==> config.mk <==
export PLATFORM = sky130hd
export DESIGN_NAME = cpu_top
export DESIGN_NICKNAME = d
export VERILOG_FILES = /design/src/source/cpu_pkg.sv /design/src/source/fetch_stage.sv /design/src/source/reg_file.sv /design/src/source/decode_stage.sv /design/src/source/execute_stage.sv /design/src/source/mem_stage.sv /design/src/source/pipe_ctrl.sv /design/src/source/cpu_top.sv
export VERILOG_INCLUDE_DIRS = /design/src /design/src/source
export SDC_FILE = /design/constraint.sdc
export NUM_CORES = 2
export LEC_CHECK = 0
export BUFFER_PORTS_ARGS = -buffer_cell sky130_fd_sc_hd__buf_2
export CORE_ASPECT_RATIO = 1.75
export CORE_UTILIZATION = 55
export CTS_CLUSTER_DIAMETER = 80
export CTS_CLUSTER_SIZE = 40
export DETAILED_ROUTE_END_ITERATION = 12
export PLACE_DENSITY = 0.72
export SLEW_MARGIN = 20
export SYNTH_ARGS = -nofsm -noshare
export SYNTH_HDL_FRONTEND = slang
export SYNTH_SLANG_ARGS = --single-unit
==> constraint.sdc <==
create_clock -name clk -period 8.8 [get_ports clk]
set_input_delay 1.76 -clock clk [delete_from_list [all_inputs] [get_ports clk]]
set_output_delay 1.76 -clock clk [all_outputs]
set_load 0.005 [all_outputs]
==> src/source/cpu_cfg.svh <==
`ifndef CPU_CFG_SVH
`define CPU_CFG_SVH

`define CPU_XLEN     32
`define CPU_REG_AW   5
`define CPU_RESET_PC 32'h0000_0000

// primary opcodes in inst[31:26]
`define OP_SPECIAL 6'h00
`define OP_BEQ     6'h04
`define OP_BNE     6'h05
`define OP_ADDIU   6'h09
`define OP_ORI     6'h0d
`define OP_LUI     6'h0f
`define OP_LW      6'h23
`define OP_SW      6'h2b

// funct field of SPECIAL
`define FN_ADDU 6'h21
`define FN_SUBU 6'h23
`define FN_AND  6'h24
`define FN_OR   6'h25
`define FN_XOR  6'h26
`define FN_SLT  6'h2a

`endif

==> src/source/cpu_pkg.sv <==
`include "cpu_cfg.svh"

package cpu_pkg;

    typedef logic [`CPU_XLEN-1:0]   word_t;
    typedef logic [`CPU_REG_AW-1:0] reg_addr_t;
    typedef logic [31:0]            inst_t;

    typedef enum logic [2:0] {
        ALU_ADD,
        ALU_SUB,
        ALU_AND,
        ALU_OR,
        ALU_XOR,
        ALU_SLT,
        ALU_LUI
    } alu_op_e;

    // where a decode operand comes from
    typedef enum logic [1:0] {
        FWD_RF,
        FWD_EX,
        FWD_MEM,
        FWD_WB
    } fwd_sel_e;

    typedef struct packed {
        logic  valid;
        word_t pc;
        inst_t inst;
    } if_id_t;

    typedef struct packed {
        logic      valid;
        word_t     pc;
        alu_op_e   alu_op;
        word_t     op_a;
        word_t     op_b;
        word_t     rt_val;
        reg_addr_t dest;
        logic      reg_we;
        logic      is_load;
        logic      is_store;
        logic      is_branch;
        logic      branch_ne;
        word_t     target;
    } id_ex_t;

    typedef struct packed {
        logic      valid;
        word_t     pc;
        word_t     result;
        word_t     sdata;
        reg_addr_t dest;
        logic      reg_we;
        logic      is_load;
        logic      is_store;
    } ex_mem_t;

    typedef struct packed {
        logic      valid;
        word_t     pc;
        word_t     wdata;
        reg_addr_t dest;
        logic      reg_we;
    } mem_wb_t;

endpackage

==> src/source/fetch_stage.sv <==
`timescale 1ns/1ps
`include "cpu_cfg.svh"

module fetch_stage (
    input  logic            clk,
    input  logic            rst,
    input  logic            en,
    input  logic            branch_taken,
    input  cpu_pkg::word_t  branch_target,
    input  logic            flush,
    output cpu_pkg::word_t  inst_addr,
    input  cpu_pkg::inst_t  inst_line,
    output cpu_pkg::if_id_t if_id
);

    cpu_pkg::word_t pc;

    // instruction memory answers in the same cycle
    assign inst_addr = pc;

    always_ff @(posedge clk)
    begin
        if (rst)
            pc <= `CPU_RESET_PC;
        else if (en)
            pc <= branch_taken ? branch_target : pc + 32'd4;
    end

    always_ff @(posedge clk)
    begin
        if (rst || flush)
            if_id <= '0;
        else if (en)
        begin
            if_id.valid <= 1'b1;
            if_id.pc    <= pc;
            if_id.inst  <= inst_line;
        end
    end

endmodule

==> src/source/reg_file.sv <==
`timescale 1ns/1ps
`include "cpu_cfg.svh"

module reg_file (
    input  logic               clk,
    input  logic               rst,
    input  cpu_pkg::reg_addr_t ra,
    input  cpu_pkg::reg_addr_t rb,
    output cpu_pkg::word_t     rdata_a,
    output cpu_pkg::word_t     rdata_b,
    input  cpu_pkg::mem_wb_t   wb
);

    localparam int NUM_REGS = 1 << `CPU_REG_AW;

    cpu_pkg::word_t regs [NUM_REGS];

    always_ff @(posedge clk)
    begin
        if (rst)
        begin
            for (int i = 0; i < NUM_REGS; i++)
                regs[i] <= '0;
        end
        else if (wb.valid && wb.reg_we && wb.dest != '0)
            regs[wb.dest] <= wb.wdata;
    end

    // r0 reads as zero, no write-through here
    assign rdata_a = (ra == '0) ? '0 : regs[ra];
    assign rdata_b = (rb == '0) ? '0 : regs[rb];

endmodule

==> src/source/decode_stage.sv <==
`timescale 1ns/1ps
`include "cpu_cfg.svh"

module decode_stage (
    input  logic               clk,
    input  logic               rst,
    input  logic               en,
    input  logic               flush,
    input  cpu_pkg::if_id_t    if_id,
    input  cpu_pkg::word_t     rf_a,
    input  cpu_pkg::word_t     rf_b,
    input  cpu_pkg::word_t     ex_fwd,
    input  cpu_pkg::word_t     mem_fwd,
    input  cpu_pkg::word_t     wb_fwd,
    input  cpu_pkg::fwd_sel_e  fwd_a,
    input  cpu_pkg::fwd_sel_e  fwd_b,
    output cpu_pkg::reg_addr_t rs,
    output cpu_pkg::reg_addr_t rt,
    output logic               uses_rs,
    output logic               uses_rt,
    output cpu_pkg::id_ex_t    id_ex
);

    logic [5:0]         opcode;
    logic [5:0]         funct;
    cpu_pkg::reg_addr_t rd;
    cpu_pkg::word_t     imm_sext;
    cpu_pkg::word_t     imm_zext;
    cpu_pkg::word_t     pc_next;
    cpu_pkg::word_t     val_a;
    cpu_pkg::word_t     val_b;
    cpu_pkg::id_ex_t    dec;

    function automatic cpu_pkg::word_t pick(input cpu_pkg::fwd_sel_e sel,
                                            input cpu_pkg::word_t rf_val);
        case (sel)
            cpu_pkg::FWD_EX:  pick = ex_fwd;
            cpu_pkg::FWD_MEM: pick = mem_fwd;
            cpu_pkg::FWD_WB:  pick = wb_fwd;
            default:          pick = rf_val;
        endcase
    endfunction

    assign opcode   = if_id.inst[31:26];
    assign funct    = if_id.inst[5:0];
    assign rs       = if_id.inst[25:21];
    assign rt       = if_id.inst[20:16];
    assign rd       = if_id.inst[15:11];
    assign imm_sext = {{16{if_id.inst[15]}}, if_id.inst[15:0]};
    assign imm_zext = {16'h0000, if_id.inst[15:0]};
    assign pc_next  = if_id.pc + 32'd4;

    always_comb
    begin
        val_a = pick(fwd_a, rf_a);
        val_b = pick(fwd_b, rf_b);

        // I-type add with sign-extended immediate unless told otherwise
        dec        = '0;
        dec.valid  = if_id.valid;
        dec.pc     = if_id.pc;
        dec.alu_op = cpu_pkg::ALU_ADD;
        dec.op_a   = val_a;
        dec.op_b   = imm_sext;
        dec.rt_val = val_b;
        dec.dest   = rt;
        dec.target = pc_next + {imm_sext[29:0], 2'b00};
        uses_rs    = 1'b1;
        uses_rt    = 1'b0;

        case (opcode)
            `OP_SPECIAL:
            begin
                dec.op_b   = val_b;
                dec.dest   = rd;
                dec.reg_we = 1'b1;
                uses_rt    = 1'b1;
                case (funct)
                    `FN_ADDU: dec.alu_op = cpu_pkg::ALU_ADD;
                    `FN_SUBU: dec.alu_op = cpu_pkg::ALU_SUB;
                    `FN_AND:  dec.alu_op = cpu_pkg::ALU_AND;
                    `FN_OR:   dec.alu_op = cpu_pkg::ALU_OR;
                    `FN_XOR:  dec.alu_op = cpu_pkg::ALU_XOR;
                    `FN_SLT:  dec.alu_op = cpu_pkg::ALU_SLT;
                    // outside the subset, runs as a nop
                    default:  dec.reg_we = 1'b0;
                endcase
            end
            `OP_ADDIU:
                dec.reg_we = 1'b1;
            `OP_ORI:
            begin
                dec.alu_op = cpu_pkg::ALU_OR;
                dec.op_b   = imm_zext;
                dec.reg_we = 1'b1;
            end
            `OP_LUI:
            begin
                dec.alu_op = cpu_pkg::ALU_LUI;
                dec.op_b   = imm_zext;
                dec.reg_we = 1'b1;
                uses_rs    = 1'b0;
            end
            `OP_LW:
            begin
                dec.reg_we  = 1'b1;
                dec.is_load = 1'b1;
            end
            `OP_SW:
            begin
                dec.is_store = 1'b1;
                uses_rt      = 1'b1;
            end
            `OP_BEQ, `OP_BNE:
            begin
                dec.op_b      = val_b;
                dec.is_branch = 1'b1;
                dec.branch_ne = (opcode == `OP_BNE);
                uses_rt       = 1'b1;
            end
            default:
                uses_rs = 1'b0;
        endcase

        if (dec.dest == '0)
            dec.reg_we = 1'b0;
    end

    always_ff @(posedge clk)
    begin
        if (rst || flush)
            id_ex <= '0;
        else if (en)
            id_ex <= dec;
    end

endmodule

==> src/source/execute_stage.sv <==
`timescale 1ns/1ps
`include "cpu_cfg.svh"

module execute_stage (
    input  logic             clk,
    input  logic             rst,
    input  logic             en,
    input  logic             flush,
    input  cpu_pkg::id_ex_t  id_ex,
    output cpu_pkg::word_t   result,
    output logic             branch_taken,
    output cpu_pkg::word_t   branch_target,
    output cpu_pkg::ex_mem_t ex_mem
);

    logic less;

    assign less = $signed(id_ex.op_a) < $signed(id_ex.op_b);

    // loads and stores use the add for their address
    always_comb
    begin
        case (id_ex.alu_op)
            cpu_pkg::ALU_SUB: result = id_ex.op_a - id_ex.op_b;
            cpu_pkg::ALU_AND: result = id_ex.op_a & id_ex.op_b;
            cpu_pkg::ALU_OR:  result = id_ex.op_a | id_ex.op_b;
            cpu_pkg::ALU_XOR: result = id_ex.op_a ^ id_ex.op_b;
            cpu_pkg::ALU_SLT: result = {{(`CPU_XLEN-1){1'b0}}, less};
            cpu_pkg::ALU_LUI: result = {id_ex.op_b[15:0], 16'h0000};
            default:          result = id_ex.op_a + id_ex.op_b;
        endcase
    end

    assign branch_taken  = id_ex.valid && id_ex.is_branch &&
                           ((id_ex.op_a == id_ex.op_b) != id_ex.branch_ne);
    assign branch_target = id_ex.target;

    always_ff @(posedge clk)
    begin
        if (rst || flush)
            ex_mem <= '0;
        else if (en)
        begin
            ex_mem.valid    <= id_ex.valid;
            ex_mem.pc       <= id_ex.pc;
            ex_mem.result   <= result;
            ex_mem.sdata    <= id_ex.rt_val;
            ex_mem.dest     <= id_ex.dest;
            ex_mem.reg_we   <= id_ex.reg_we;
            ex_mem.is_load  <= id_ex.is_load;
            ex_mem.is_store <= id_ex.is_store;
        end
    end

endmodule

==> src/source/mem_stage.sv <==
`timescale 1ns/1ps

module mem_stage (
    input  logic             clk,
    input  logic             rst,
    input  logic             en,
    input  cpu_pkg::ex_mem_t ex_mem,
    output logic             data_valid,
    input  logic             data_ready,
    output logic             data_wr,
    output logic [1:0]       data_size,
    output logic [3:0]       data_wstrb,
    output cpu_pkg::word_t   data_addr,
    output cpu_pkg::word_t   data_wdata,
    input  cpu_pkg::word_t   data_rdata,
    output cpu_pkg::word_t   fwd_value,
    output cpu_pkg::mem_wb_t mem_wb
);

    // request stays up with EX/MEM frozen until ready
    assign data_valid = ex_mem.valid && (ex_mem.is_load || ex_mem.is_store);
    assign data_wr    = ex_mem.is_store;
    assign data_size  = 2'b10;
    assign data_wstrb = ex_mem.is_store ? 4'hf : 4'h0;
    assign data_addr  = ex_mem.result;
    assign data_wdata = ex_mem.sdata;

    // load data only counts in the completing cycle
    assign fwd_value = (ex_mem.is_load && data_ready) ? data_rdata : ex_mem.result;

    always_ff @(posedge clk)
    begin
        if (rst)
            mem_wb <= '0;
        else if (en)
        begin
            mem_wb.valid  <= ex_mem.valid;
            mem_wb.pc     <= ex_mem.pc;
            mem_wb.wdata  <= fwd_value;
            mem_wb.dest   <= ex_mem.dest;
            mem_wb.reg_we <= ex_mem.reg_we;
        end
        else
            // waiting on the bus, writeback gets a bubble
            mem_wb <= '0;
    end

endmodule

==> src/source/pipe_ctrl.sv <==
`timescale 1ns/1ps

module pipe_ctrl (
    input  logic               clk,
    input  logic               rst,
    input  cpu_pkg::reg_addr_t rs,
    input  cpu_pkg::reg_addr_t rt,
    input  logic               uses_rs,
    input  logic               uses_rt,
    input  cpu_pkg::id_ex_t    id_ex,
    input  cpu_pkg::ex_mem_t   ex_mem,
    input  cpu_pkg::mem_wb_t   mem_wb,
    input  logic               branch_taken,
    input  logic               data_valid,
    input  logic               data_ready,
    output logic               fetch_en,
    output logic               decode_en,
    output logic               decode_flush,
    output logic               execute_en,
    output logic               execute_flush,
    output logic               mem_en,
    output cpu_pkg::fwd_sel_e  fwd_a,
    output cpu_pkg::fwd_sel_e  fwd_b
);

    logic running;
    logic go;
    logic load_use;
    logic redirect;

    // first cycle out of reset holds every stage
    always_ff @(posedge clk)
    begin
        if (rst)
            running <= 1'b0;
        else
            running <= 1'b1;
    end

    assign go = running && !(data_valid && !data_ready);

    assign load_use = id_ex.valid && id_ex.is_load && id_ex.dest != '0 &&
                      ((uses_rs && id_ex.dest == rs) || (uses_rt && id_ex.dest == rt));

    assign redirect = go && branch_taken;

    assign fetch_en      = go && !load_use;
    assign decode_en     = go;
    assign decode_flush  = redirect || (go && load_use);
    assign execute_en    = go;
    // the branch has no work past execute, the fetched one is dropped
    assign execute_flush = redirect;
    assign mem_en        = go;

    // youngest producer wins
    function automatic cpu_pkg::fwd_sel_e src_of(input cpu_pkg::reg_addr_t r);
        if (r == '0)
            src_of = cpu_pkg::FWD_RF;
        else if (id_ex.valid && id_ex.reg_we && id_ex.dest == r)
            src_of = cpu_pkg::FWD_EX;
        else if (ex_mem.valid && ex_mem.reg_we && ex_mem.dest == r)
            src_of = cpu_pkg::FWD_MEM;
        else if (mem_wb.valid && mem_wb.reg_we && mem_wb.dest == r)
            src_of = cpu_pkg::FWD_WB;
        else
            src_of = cpu_pkg::FWD_RF;
    endfunction

    always_comb
    begin
        fwd_a = src_of(rs);
        fwd_b = src_of(rt);
    end

endmodule

==> src/source/cpu_top.sv <==
`timescale 1ns/1ps

module cpu_top (
    input  logic               clk,
    input  logic               rst,
    output cpu_pkg::word_t     inst_addr,
    input  cpu_pkg::inst_t     inst_line,
    output logic               data_valid,
    input  logic               data_ready,
    output logic               data_wr,
    output logic [1:0]         data_size,
    output logic [3:0]         data_wstrb,
    output cpu_pkg::word_t     data_addr,
    output cpu_pkg::word_t     data_wdata,
    input  cpu_pkg::word_t     data_rdata,
    output cpu_pkg::word_t     debug_wb_pc,
    output logic [3:0]         debug_wb_rf_wen,
    output cpu_pkg::reg_addr_t debug_wb_rf_wnum,
    output cpu_pkg::word_t     debug_wb_rf_wdata
);

    cpu_pkg::if_id_t    if_id;
    cpu_pkg::id_ex_t    id_ex;
    cpu_pkg::ex_mem_t   ex_mem;
    cpu_pkg::mem_wb_t   mem_wb;
    cpu_pkg::reg_addr_t rs;
    cpu_pkg::reg_addr_t rt;
    logic               uses_rs;
    logic               uses_rt;
    cpu_pkg::word_t     rf_a;
    cpu_pkg::word_t     rf_b;
    cpu_pkg::word_t     ex_result;
    cpu_pkg::word_t     mem_value;
    logic               branch_taken;
    cpu_pkg::word_t     branch_target;
    logic               fetch_en;
    logic               decode_en;
    logic               decode_flush;
    logic               execute_en;
    logic               execute_flush;
    logic               mem_en;
    cpu_pkg::fwd_sel_e  fwd_a;
    cpu_pkg::fwd_sel_e  fwd_b;

    fetch_stage u_fetch (
        .clk           (clk),
        .rst           (rst),
        .en            (fetch_en),
        .branch_taken  (branch_taken),
        .branch_target (branch_target),
        .flush         (execute_flush),
        .inst_addr     (inst_addr),
        .inst_line     (inst_line),
        .if_id         (if_id)
    );

    reg_file u_rf (
        .clk     (clk),
        .rst     (rst),
        .ra      (rs),
        .rb      (rt),
        .rdata_a (rf_a),
        .rdata_b (rf_b),
        .wb      (mem_wb)
    );

    decode_stage u_decode (
        .clk     (clk),
        .rst     (rst),
        .en      (decode_en),
        .flush   (decode_flush),
        .if_id   (if_id),
        .rf_a    (rf_a),
        .rf_b    (rf_b),
        .ex_fwd  (ex_result),
        .mem_fwd (mem_value),
        .wb_fwd  (mem_wb.wdata),
        .fwd_a   (fwd_a),
        .fwd_b   (fwd_b),
        .rs      (rs),
        .rt      (rt),
        .uses_rs (uses_rs),
        .uses_rt (uses_rt),
        .id_ex   (id_ex)
    );

    execute_stage u_execute (
        .clk           (clk),
        .rst           (rst),
        .en            (execute_en),
        .flush         (execute_flush),
        .id_ex         (id_ex),
        .result        (ex_result),
        .branch_taken  (branch_taken),
        .branch_target (branch_target),
        .ex_mem        (ex_mem)
    );

    mem_stage u_mem (
        .clk        (clk),
        .rst        (rst),
        .en         (mem_en),
        .ex_mem     (ex_mem),
        .data_valid (data_valid),
        .data_ready (data_ready),
        .data_wr    (data_wr),
        .data_size  (data_size),
        .data_wstrb (data_wstrb),
        .data_addr  (data_addr),
        .data_wdata (data_wdata),
        .data_rdata (data_rdata),
        .fwd_value  (mem_value),
        .mem_wb     (mem_wb)
    );

    pipe_ctrl u_ctrl (
        .clk           (clk),
        .rst           (rst),
        .rs            (rs),
        .rt            (rt),
        .uses_rs       (uses_rs),
        .uses_rt       (uses_rt),
        .id_ex         (id_ex),
        .ex_mem        (ex_mem),
        .mem_wb        (mem_wb),
        .branch_taken  (branch_taken),
        .data_valid    (data_valid),
        .data_ready    (data_ready),
        .fetch_en      (fetch_en),
        .decode_en     (decode_en),
        .decode_flush  (decode_flush),
        .execute_en    (execute_en),
        .execute_flush (execute_flush),
        .mem_en        (mem_en),
        .fwd_a         (fwd_a),
        .fwd_b         (fwd_b)
    );

    // decode already drops writes to r0
    assign debug_wb_pc       = mem_wb.pc;
    assign debug_wb_rf_wen   = {4{mem_wb.valid && mem_wb.reg_we}};
    assign debug_wb_rf_wnum  = mem_wb.dest;
    assign debug_wb_rf_wdata = mem_wb.wdata;

endmodule

==> results.yml <==
yosys:
  synthMuxAreaShare_pct: 19.1
  ys_seq_area_share_pct: 49.2
  synth-seq-cells: 1480
  synthDistinctLibCells: 102
  async_flop_share_pct: 0
  ys_warn_count: 0
  synth_top_family_by_area: "multiplexers"
  synth_edf_count: 1024
  synth_area_sq_um: 81100
  avgSynthCellArea_sq_um: 12.1
  synth_ff_type: "edfxtp_1"
  synth_fa_ha_area_share_pct: 2.46
  synth-xor-area-share_pct: 0.659
  synth_compound_area_share_pct: 8.94
  syn_inst: 6725
  synth_simple_gate_area_share_pct: 14.7
clock_network:
  post_cts_buffers: 0
  cts.reportedPaths.clkPinSlew_ns: 0.14
  cts_tree: "built"
  cts.htree.levels: 2
  clk_latency_ns: 0.75
  cts-hold-fix-buffers: 0
  cts.repair.resized: 0
  cts_made_buffers: 49
  ctsRootBufferMaster: "clkbuf_16"
  cts_max_path_buffers: 3
  cts.sinks: 1480
timing:
  grt_setup_unrepaired: "no"
  tns_ns: 0
  maxSlewHeadroom_pct: 15.5
  final_max_slew_viol_count: 0
  clock_skew_ns: 0.0511
  final_hold_viol_count: 0
  post-route-min-period_ns: 5.12
  setup_viol: 0
  worstMarginPinSlew_ns: 1.27
  fmax_ghz: 0.195
  fin_crit_sh_pct: 58.2
routing:
  wire_per_inst_microns: 36.7
  route.detailed.drc: 0
  ant_nets: 0
  drt_wl_total_mm: 308
  vias: 59600
  first_iter_violations: 8067
  via_per_inst: 7.10
  dr.pass1.iters: 8
global_routing:
  grt_pass1_vias: 57800
  grt_overflow_total: 0
  grt_max_degree: 150
  grtUsageTotal_pct: 41.1
  grt_pass1_wl_mm: 429
  grt_antenna_before_repair: 29
outcome:
  run_status: "completed"
setup_path:
  crit_path_max_incr_delay_ns: 0.88
  cp.required_ns: 9.40
  start_kind: "flop"
  cp-startpoint: "u_decode.id_ex[128]"
  cp_cell_sequence: "inv_1 -> ha_1 -> nor4_1 -> nand3_1 -> nor4_1 -> buf_4 -> xnor2_1 -> or2_1 -> buf_4 -> o21ai_4 -> buf_4 -> a21oi_1"
  cp-end-kind: "flop"
  reg2reg_setup_slack_ns: 3.68
  crit_type: "flop to flop"
  crit_path_max_fanout: 45
  worstPathArrival_ns: 5.72
  r2r_start: "u_decode.id_ex[128]"
  path_common_cell: "buf_4"
  crit_slowest_cell: "nor4_1"
pwr:
  combPwrFrac_pct: 18.6
  clkPwrFrac_pct: 24.6
  power.switching_mw: 4.28
  powerDensity_nw_per_um2: 163
  power.share.switching_pct: 30.7
  pwr-share-seq_pct: 56.7
  p_leak_nw: 30.2
  power.internal_mw: 9.64
  vdd_ir_drop_max_mv: 0.172
floorplanning:
  die-area_sq_um: 149000
  initial_core_util_pct: 55.3
  die_w_microns: 292
  ios: 244
  fp.dieH_microns: 510
  core-area_sq_um: 147000
  placementRows: 186
hold_path:
  hp-class: "flop to flop"
  hold_start: "u_decode.id_ex[20]"
placed_design:
  dp_cells: 8311
  gp_congestion: 1.06
  dp_hpwl_mm: 203
  port_buffers: 241
cells_and_area:
  syn2layout_area_growth_pct: 4.94
  finalNonFillerCells: 8399
  final_core_util_pct: 58.1
  layout.nets: 6707
  drive_gt1_share_pct: 19.8
flow_run:
  cap_violations: 0
-- per-stage QoR --
stage,hold WS [ns],power (mW),instance area [sq um],worst slack [ns]
after detailed placement,0.443,10.5,83500,3.81
final,0.458,13.9,85100,3.68
after global placement,0.438,10.4,83300,3.78
after floorplan,0.425,9.44,81200,3.68
after CTS,0.460,13.7,85100,3.77
after global routing,0.478,14.1,85100,3.63
-- placed cells by master (no fill, tap or decap), types with 117 or more instances in the layout --
master / n
o21ai_0: 176
inv_1: 117
nand2_1: 609
dfxtp_1: 440
and2_1: 1006
buf_4: 162
a21oi_1: 403
mux4_2: 640
ha_1: 154
buf_2: 241
nor2_1: 260
edfxtp_1: 1024
-- metal layers --
metal | part of all wire [%] | global-route usage (%) | vias up
met5 | 0.031 | 0 | -
met4 | 12 | 39.2 | 16
met3 | 11 | 9.72 | 1344
met2 | 47 | 66.0 | 4568
met1 | 31 | 44.8 | 29500
li1 | - | - | 24200
-- cells in the mapped netlist, drive strengths merged (10+ instances only) --
cell,instances,area (sq um)
buf,303,1900
a221o,11,110
a22oi,27,203
a221oi,39,367
mux4,640,14400
nand3,74,370
nand2b,17,106
nor4,25,178
o31ai,27,221
o211ai,37,278
clkbuf,446,1670
o221ai,21,184
xor2,27,236
nand3b,14,118
nor3,61,315
o22ai,46,294
a211oi,79,598
ha,154,1930
or3,17,111
o311ai,11,104
a2bb2oi,11,96.3
nor2,295,1110
and3,52,325
o21ai,224,1120
dfxtp,456,9130
edfxtp,1024,30700
mux2i,107,1070
or2,14,87.6
inv,118,443
a21o,27,203
a211o,11,96.3
nand2,615,2310
a2111oi,17,186
a311oi,10,87.6
and2,1009,6310
nor2b,32,200
a31oi,22,144
xnor2,34,298
a21oi,406,2040
o21a,17,128
nand4,22,138
-- power by group through the flow --
stage               Combinational, mW  Clock, mW  Sequential (mW)
floorplan                        1.51          0             7.93
CTS                              2.45       3.41             7.88
detailed placement               2.45          0             8.04
global placement                 2.43          0             8.01
finish                           2.59       3.43             7.89
global route                     2.63       3.60             7.91
-- state kept, by name, summed over array words and instances (netlist names), named ones only --
| signal | cells |
|---|---|
| u_rf.regs | 1024 |
| u_decode.id_ex | 172 |
| u_execute.ex_mem | 105 |
| u_mem.mem_wb | 71 |
| u_fetch.if_id | 65 |
| u_fetch.inst_addr | 32 |
| u_ctrl.running | 1 |
-- kinds of logic (layout without fill, tap and decap cells) --
| family | after synthesis | count (layout) |
|---|---|---|
| and+or+nand+nor | 2275 | 2275 |
| DFF | 1480 | 1480 |
| AOI/OAI and AO/OA | 1131 | 1131 |
| buffers and inverters | 870 | 616 |
| muxes | 748 | 748 |
| adders and majority gates | 158 | 158 |
| xor gates and xnor gates | 61 | 61 |
| other | 2 | 50 |
-- critical path, delay by kind of cell, from the launching register on --
family          cells  cell delay, ns
simple gates        4            1.79
buf+inv             4            1.18
compound gates      2            0.91
fa+ha+maj           1            0.49
flops               1            0.42
xor+xnor            1            0.14
-- area by class of cell --
class                           instances  area (sq um)
Clock buffer                           51          1230
Multi-Input combinational cell       4407         37900
Timing Repair Buffer                  424          2890
Clock inverter                         20           332
Antenna cell                           16          40.0
Inverter                              121           457
Sequential cell                      1480         39900
Tap cell                             1880          2350
Fill cell                           11700         61500
-- worst paths after layout --
path              depth (start not counted)              endpoint
setup / recovery                         12  u_execute.ex_mem[93]
hold / removal                            2    u_decode.id_ex[20]
setup reg to reg                         12  u_execute.ex_mem[93]
hold reg to reg                           2    u_decode.id_ex[20]
No activity file was read; power rests on OpenSTA's default activity.
